==> config.mk <==
export PLATFORM = sky130hd
export DESIGN_NAME = exStage
export DESIGN_NICKNAME = d
export VERILOG_FILES = /design/src/hdl/exPkg.sv /design/src/hdl/aluUnit.sv /design/src/hdl/exStage.sv /design/src/hdl/mulShiftLogic.sv /design/src/hdl/predicateRegs.sv /design/src/hdl/writebackSelect.sv
export SDC_FILE = /design/constraint.sdc
export NUM_CORES = 2
export LEC_CHECK = 0
export ABC_AREA = 1
export BUFFER_PORTS_ARGS = -buffer_cell sky130_fd_sc_hd__buf_2
export CAP_MARGIN = 20
export CORE_MARGIN = 8
export CORE_UTILIZATION = 57
export DETAILED_ROUTE_END_ITERATION = 8
export PLACE_DENSITY = 0.83
export SYNTH_ARGS = -nofsm -noshare
export SYNTH_HDL_FRONTEND = slang
export SYNTH_SLANG_ARGS = --single-unit
==> constraint.sdc <==
create_clock -name iClk -period 18.1 [get_ports iClk]
set_input_delay 5.43 -clock iClk [delete_from_list [all_inputs] [get_ports iClk]]
set_output_delay 5.43 -clock iClk [all_outputs]
set_load 0.05 [all_outputs]
==> src/hdl/exPkg.sv <==
// ****************************************
// exPkg
// Widths, opcodes and port bundles shared
// by the execution stage and its units
// ****************************************

package exPkg;

  // ****************************************
  // Widths fixed by the ISA
  // ****************************************
  localparam int dataWidth    = 32;                 // One data word
  localparam int rfIndexWidth = 5;                  // 32-entry register file
  localparam int shamtWidth   = $clog2(dataWidth);  // Shift amount bits

  typedef logic [dataWidth-1:0]    dataT;
  typedef logic [rfIndexWidth-1:0] rfAddrT;

  // ALU opcodes, bit 3 selects zero extension
  typedef enum logic [3:0] {
    opAdd  = 4'b0000,
    opSub  = 4'b0001,
    opCmov = 4'b1000,   // A if flag else B
    opEq   = 4'b0010,
    opNeq  = 4'b0011,
    opLe   = 4'b0100,
    opLt   = 4'b0101,
    opGe   = 4'b0110,
    opGt   = 4'b0111,
    opEqU  = 4'b1010,   // Unsigned compares
    opNeqU = 4'b1011,
    opLeU  = 4'b1100,
    opLtU  = 4'b1101,
    opGeU  = 4'b1110,
    opGtU  = 4'b1111
  } aluOpE;

  // Multiply/shift/logic opcodes, code 7 falls back to AND
  typedef enum logic [2:0] {
    mslMul = 3'b000,    // Low word of product
    mslOr  = 3'b001,
    mslAnd = 3'b010,
    mslXor = 3'b011,
    mslSll = 3'b100,
    mslSrl = 3'b101,
    mslSra = 3'b110     // Sign fill from A
  } mslOpE;

  // Write-back source, code 3 falls back to the ALU
  typedef enum logic [1:0] {
    wbAlu = 2'b00,
    wbLsu = 2'b01,      // Load data
    wbMsl = 2'b10
  } wbSelE;

  // ****************************************
  // Port bundles
  // ****************************************
  typedef struct packed {aluOpE op; dataT a; dataT b;} aluReqS;
  typedef struct packed {mslOpE op; dataT a; dataT b;} mslReqS;
  typedef struct packed {logic updFlag; logic updP0; logic updP1;} predUpdS;
  typedef struct packed {logic rfWe; wbSelE sel; rfAddrT addr;} wbCtrlS;
  typedef struct packed {logic we; rfAddrT addr; dataT data;} wbOutS;
  typedef struct packed {dataT alu; dataT msl; dataT shadow;} bypassS;

endpackage

==> src/hdl/aluUnit.sv <==
// ****************************************
// aluUnit
// Adder/comparator ALU. Add, subtract,
// signed and unsigned compares from one
// extended subtraction, and conditional
// move steered by the registered flag
// ****************************************

`timescale 1ns/1ps

module aluUnit
  import exPkg::*;
(
  input  aluReqS req,        // Opcode and operands from decode
  input  logic   flag,       // Registered flag, steers CMOV
  output dataT   result,     // Sum or CMOV pick
  output logic   cmpResult,  // Compare condition met
  output logic   isCompare   // Opcode is one of the compares
);

  logic [dataWidth:0] aExt;      // One extra bit on top
  logic [dataWidth:0] bExt;
  logic [dataWidth:0] bSel;      // B or its inverse
  logic [dataWidth:0] sum;
  logic               isSub;
  logic               isCmov;
  logic               isZero;    // A equals B
  logic               lessThan;  // Borrow bit

  // ****************************************
  // Operand extension and adder
  // ****************************************
  // Zero extension for unsigned opcodes, sign extension otherwise
  assign aExt = req.op[3] ? {1'b0, req.a} : {req.a[dataWidth-1], req.a};
  assign bExt = req.op[3] ? {1'b0, req.b} : {req.b[dataWidth-1], req.b};

  // Everything but add subtracts
  assign isSub  = (req.op != opAdd);
  assign isCmov = (req.op == opCmov);
  assign bSel   = isSub ? ~bExt : bExt;
  assign sum    = aExt + bSel + (dataWidth+1)'(isSub);  // Carry-in completes two's complement

  // Compares sit at low codes 010 to 111
  assign isCompare = (req.op[2:1] != 2'b00);

  // ****************************************
  // Compare evaluation
  // ****************************************
  assign isZero   = ~|sum[dataWidth-1:0];
  assign lessThan = sum[dataWidth];         // Top bit of A minus B

  always_comb
  begin
    case (req.op[2:0])
      3'b010:  cmpResult = isZero;                 // EQ
      3'b011:  cmpResult = ~isZero;                // NEQ
      3'b100:  cmpResult = lessThan | isZero;      // LE
      3'b101:  cmpResult = lessThan;               // LT
      3'b110:  cmpResult = ~lessThan;              // GE
      3'b111:  cmpResult = ~lessThan & ~isZero;    // GT
      default: cmpResult = 1'b0;                   // Add, sub, cmov
    endcase
  end

  // ****************************************
  // Result select
  // ****************************************
  always_comb
  begin
    if (isCmov)
      result = flag ? req.a : req.b;   // Flag from an earlier compare
    else
      result = sum[dataWidth-1:0];     // Low word only
  end

endmodule

==> src/hdl/exStage.sv <==
// ****************************************
// exStage
// Execution stage of the 32-bit RISC PE.
// ALU with predicate registers, multiply/
// shift/logic unit and write-back select,
// plus bypass paths back to decode
// ****************************************

`timescale 1ns/1ps

module exStage
  import exPkg::*;
(
  input  logic    iClk,
  input  logic    rstN,

  // From decode
  input  aluReqS  aluReq,
  input  mslReqS  mslReq,
  input  predUpdS predUpd,
  input  wbCtrlS  wbCtrl,
  input  logic    writeShadow,   // Write R31

  // From data memory
  input  dataT    dmemData,

  // To decode
  output logic    p0,
  output logic    p1,
  output bypassS  bypass,

  // To write-back
  output wbOutS   wb
);

  dataT aluResult;
  dataT mslResult;
  dataT shadow;      // R31 contents
  logic cmpResult;
  logic isCompare;
  logic flag;        // Registered, feeds CMOV

  // ****************************************
  // ALU and predicates
  // ****************************************
  aluUnit alu0 (
    .req       (aluReq),
    .flag      (flag),
    .result    (aluResult),
    .cmpResult (cmpResult),
    .isCompare (isCompare)
  );

  predicateRegs pred0 (
    .iClk      (iClk),
    .rstN      (rstN),
    .upd       (predUpd),
    .isCompare (isCompare),
    .cmpResult (cmpResult),
    .flag      (flag),
    .p0        (p0),
    .p1        (p1)
  );

  // Multiply, shift and logic
  mulShiftLogic msl0 (
    .req    (mslReq),
    .result (mslResult)
  );

  // ****************************************
  // Write-back and shadow register
  // ****************************************
  writebackSelect wbSel0 (
    .iClk        (iClk),
    .rstN        (rstN),
    .ctrl        (wbCtrl),
    .aluResult   (aluResult),
    .mslResult   (mslResult),
    .dmemData    (dmemData),
    .writeShadow (writeShadow),
    .wb          (wb),
    .shadow      (shadow)
  );

  assign bypass = '{alu: aluResult, msl: mslResult, shadow: shadow};   // Bypass bundle

endmodule

==> src/hdl/mulShiftLogic.sv <==
// ****************************************
// mulShiftLogic
// Multiply (low word), bitwise logic and
// logical or arithmetic shifts by the low
// bits of operand B
// ****************************************

`timescale 1ns/1ps

module mulShiftLogic
  import exPkg::*;
(
  input  mslReqS req,     // Opcode and operands from decode
  output dataT   result
);

  logic [shamtWidth-1:0] shamt;      // Shift amount
  dataT                  product;    // Low word of A times B
  dataT                  shiftLeft;
  dataT                  shiftRight; // Zero fill
  dataT                  shiftArith; // Sign fill

  assign shamt = req.b[shamtWidth-1:0];   // Upper bits of B ignored

  // ****************************************
  // Datapath pieces
  // ****************************************
  // Product truncated to one word by the target width
  assign product = req.a * req.b;

  assign shiftLeft  = req.a << shamt;
  assign shiftRight = req.a >> shamt;
  assign shiftArith = $signed(req.a) >>> shamt;   // Fills with A[31]

  // ****************************************
  // Result select
  // ****************************************
  always_comb
  begin
    case (req.op)
      mslMul:
        result = product;
      mslOr:
        result = req.a | req.b;
      mslAnd:
        result = req.a & req.b;
      mslXor:
        result = req.a ^ req.b;
      mslSll:
        result = shiftLeft;
      mslSrl:
        result = shiftRight;
      mslSra:
        result = shiftArith;
      default:
        result = req.a & req.b;   // Unused code acts as AND
    endcase
  end

endmodule

==> src/hdl/predicateRegs.sv <==
// ****************************************
// predicateRegs
// Flag, P0 and P1 predicate registers,
// loaded by compares. P0 and P1 forward
// the new value to decode in the same cycle
// ****************************************

`timescale 1ns/1ps

module predicateRegs
  import exPkg::*;
(
  input  logic    iClk,
  input  logic    rstN,
  input  predUpdS upd,        // Per-register update bits
  input  logic    isCompare,
  input  logic    cmpResult,
  output logic    flag,       // Registered value only
  output logic    p0,         // Forwarded
  output logic    p1          // Forwarded
);

  logic flagQ;
  logic p0Q;
  logic p1Q;
  logic flagWe;
  logic p0We;
  logic p1We;

  // Writes only happen on compares
  assign flagWe = isCompare & upd.updFlag;
  assign p0We   = isCompare & upd.updP0;
  assign p1We   = isCompare & upd.updP1;

  always_ff @(posedge iClk)
  begin
    if (!rstN)
    begin
      flagQ <= 1'b0;
      p0Q   <= 1'b0;
      p1Q   <= 1'b0;
    end
    else
    begin
      if (flagWe) flagQ <= cmpResult;
      if (p0We)   p0Q   <= cmpResult;
      if (p1We)   p1Q   <= cmpResult;
    end
  end

  // Decode sees the compare outcome without waiting a cycle
  assign p0   = p0We ? cmpResult : p0Q;
  assign p1   = p1We ? cmpResult : p1Q;
  assign flag = flagQ;   // CMOV uses the earlier value

endmodule

==> src/hdl/writebackSelect.sv <==
// ****************************************
// writebackSelect
// Picks the stage result for write-back
// and holds the shadow register R31
// ****************************************

`timescale 1ns/1ps

module writebackSelect
  import exPkg::*;
(
  input  logic   iClk,
  input  logic   rstN,
  input  wbCtrlS ctrl,         // Enable, source and index
  input  dataT   aluResult,
  input  dataT   mslResult,
  input  dataT   dmemData,     // Load data from memory
  input  logic   writeShadow,  // Load R31 this cycle
  output wbOutS  wb,
  output dataT   shadow
);

  dataT stageResult;
  dataT shadowQ;

  // Source select, spare code goes to the ALU
  always_comb
  begin
    case (ctrl.sel)
      wbAlu:   stageResult = aluResult;
      wbLsu:   stageResult = dmemData;
      wbMsl:   stageResult = mslResult;
      default: stageResult = aluResult;
    endcase
  end

  // Shadow register R31
  always_ff @(posedge iClk)
  begin
    if (!rstN)
      shadowQ <= '0;
    else if (writeShadow)
      shadowQ <= stageResult;   // Visible from the next cycle
  end

  // Enable and index ride along with the data unchanged
  assign wb.we   = ctrl.rfWe;
  assign wb.addr = ctrl.addr;
  assign wb.data = stageResult;
  assign shadow  = shadowQ;

endmodule

==> out/qor.yml <==
route:
  ant_nets: 0
  initialDrtViolationCount: 3282
  via_per_inst: 5.721
  drt-pass1-iter-count: 8
  route.vias.total: 29620
  drc_errors: 0
  post_drt_wl_per_cell_microns: 21.93
  wl_microns: 113500
synth:
  synth_top_area_cell: "fa_1"
  synth_top_area_share: 0.2978
  synthFlopType: "dfxtp_1"
  synth_area_sq_um: 27500
  synthArstFlopShare: 0
  syn_avg_cell_area_sq_um: 6.374
  syn_nets: 5125
  ys_ff_latch: 35
  synth.distinct_cells: 65
  yosys_warnings: 0
  synth-edff-count: 0
  synthTopCellsByArea: "fa_1, nand2_1, inv_1"
  ys_seq_area_frac: 0.02548
  syn_inst: 4314
setup_path:
  worst-path-buf-inv: 6
  max_stage_delay_ns: 0.57
  crit_fanout: 19
  crit_type: "input pin to primary output"
  worst_r2r_path_depth: 9
  worstPathArrival_ns: 12.48
  crit_required_ns: 12.67
  path_depth: 26
  crit_slowest_cell: "fa_1"
  cp-start-kind: "input pin"
  crit_top_cell: "fa_1"
  critPathCaptureType: "primary output"
  path_delay_family: "adder cells"
global_routing:
  grt_pass1_wl_microns: 173200
  gr-usage-all-layers: 0.3994
  grt_start_max_net_pins: 65
  grt_pass1_vias: 29360
  antenna_found_initial: 20
  overflow: 0
finish:
  area_growth_pct: 10.31
  finalNetCount: 5365
  drive_gt1_frac: 0.1238
  final_util: 0.6367
  final_cell_area_sq_um: 30340
timing:
  slew_viol_final: 0
  max_freq_mhz: 55.83
  relSlewSlack: 0.3362
  period_share: 0.9896
  fin_skew_ns: 0.003858
  setup_violations: 0
  rsz0062_at_grt: "true"
  period_needed_ns: 17.91
  tightest_slew_ns: 0.9957
  hold_viol_final: 0
place:
  hpwl_microns: 98400
  io_buffers: 304
  post_dp_cell_area_sq_um: 30080
  place.gp.congestion: 1.115
clock_network:
  clk_latency_ns: 0.29
  cts-htree-levels: 2
  cts_tree: "done"
  cts.sinks: 35
  path_clk_slew_ns: 0.06
  cts-root-buf: "clkbuf_16"
  clock_path_buffers: 2
  numCtsBuffers: 5
floorplanning:
  die_h_microns: 235.6
  start_util: 0.5772
  die_area_sq_um: 55530
  core_sq_um: 47650
  rows: 80
  die_w_microns: 235.6
  io_pins: 317
min_path:
  hold_class: "register to register"
  min_delay_path_depth: 2
job:
  drv_cap: 0
outcome:
  status: "completed"
synthesized netlist by cell type (13+ instances only):
master and instances:
nor3_1 24, nand4_1 18, dfxtp_1 35, or2_2 16, nor2_1 209, inv_2 26, buf_4 13, o21ai_0 181
nand2_1 1237, buf_2 47, nand3_1 147, ha_1 221, xor2_1 47, a21oi_1 211, o21ai_1 87, o21a_1 17
fa_1 409, a31oi_1 32, inv_1 999, clkbuf_1 110, o211ai_1 23, buf_1 46
layer usage:
| layer | up-vias | wire length, microns | track usage |
|---|---|---|---|
| met1 | 14040 | 44590 | 0.5220 |
| met5 | - | 158 | 0 |
| met3 | 310 | 13760 | 0.1066 |
| li1 | 13430 | - | - |
| met2 | 1806 | 49380 | 0.6212 |
| met4 | 26 | 5636 | 0.1667 |
cells in the final DEF (no fill, tap or decap), types with 20 or more instances in the layout:
cell	instances
a21oi_1	208
a31oi_1	32
buf_2	292
buf_4	142
dfxtp_1	35
fa_1	409
ha_1	219
inv_1	995
inv_2	27
nand2_1	1237
nand3_1	146
nor2_1	208
nor3_1	20
o211ai_1	23
o21ai_0	178
o21ai_1	90
xor2_1	47
kinds of logic (layout without fill, tap and decap cells):
logic type | after synthesis | after routing | share of synthesized area
DFF | 35 | 35 | 0.02548
other | 0 | 7 | 0
muxes | 11 | 11 | 0.004004
and+or+nand+nor | 1711 | 1711 | 0.2526
adders and majority gates | 630 | 630 | 0.3983
xor gates and xnor gates | 54 | 54 | 0.01720
buffers and inverters | 1247 | 1488 | 0.1747
AOI/OAI and AO/OA | 626 | 626 | 0.1277
layout make-up:
class,count,area (sq um)
Timing Repair Buffer,452,2750
Inverter,1028,3870
Tap cell,615,769.5
Clock buffer,8,156.4
Sequential cell,35,700.7
Fill cell,4539,17310
Antenna cell,7,17.52
Multi-Input combinational cell,3032,22070
through the flow:
step           setup TNS (ns)  hold WS, ns  setup slack [ns]  cells
6_report                    0       0.5284            0.1877   5177
5_1_grt               -0.1298       0.5607           -0.1153   5175
4_1_cts                     0       0.5252            0.1818   5169
3_5_place_dp                0       0.5127            0.1937   5161
3_3_place_gp                0       0.4984            0.2700   5161
2_1_floorplan               0       0.5200          0.002613   4314
tightest hold or removal path, stage by stage, from the launching register on:
cell	delay (ns)
dfxtp_1	0.32
o21ai_0	0.07
a21oi_1	0.10
repair_timing:
| item | CTS | global route |
|---|---|---|
| endpoints found under the setup margin | 0 | 15 |
| hold buffers | 0 | 0 |
| endpoints found under the hold margin | 0 | 0 |
| resized for setup | 0 | 25 |
| buffers inserted | 0 | 1 |
state kept, by name (all words and copies together), names as in the netlist:
signal / flops
pred0.flag: 1
pred0.p1Q: 1
wbSel0.shadow: 32
pred0.p0Q: 1
final timing paths:
kind	from	endpoint	slack, ns
worst max-delay path	mslReq[13]	wb[29]	0.19
worst min-delay path	wbSel0.shadow[6]	wbSel0.shadow[6]	0.53
worst max register to register	pred0.flag	wbSel0.shadow[17]	15.93
worst min register to register	wbSel0.shadow[6]	wbSel0.shadow[6]	0.53
Power is left out: the tool's default activity adds up to more than one toggle a clock period on the data nets, which glitch-free logic cannot reach.
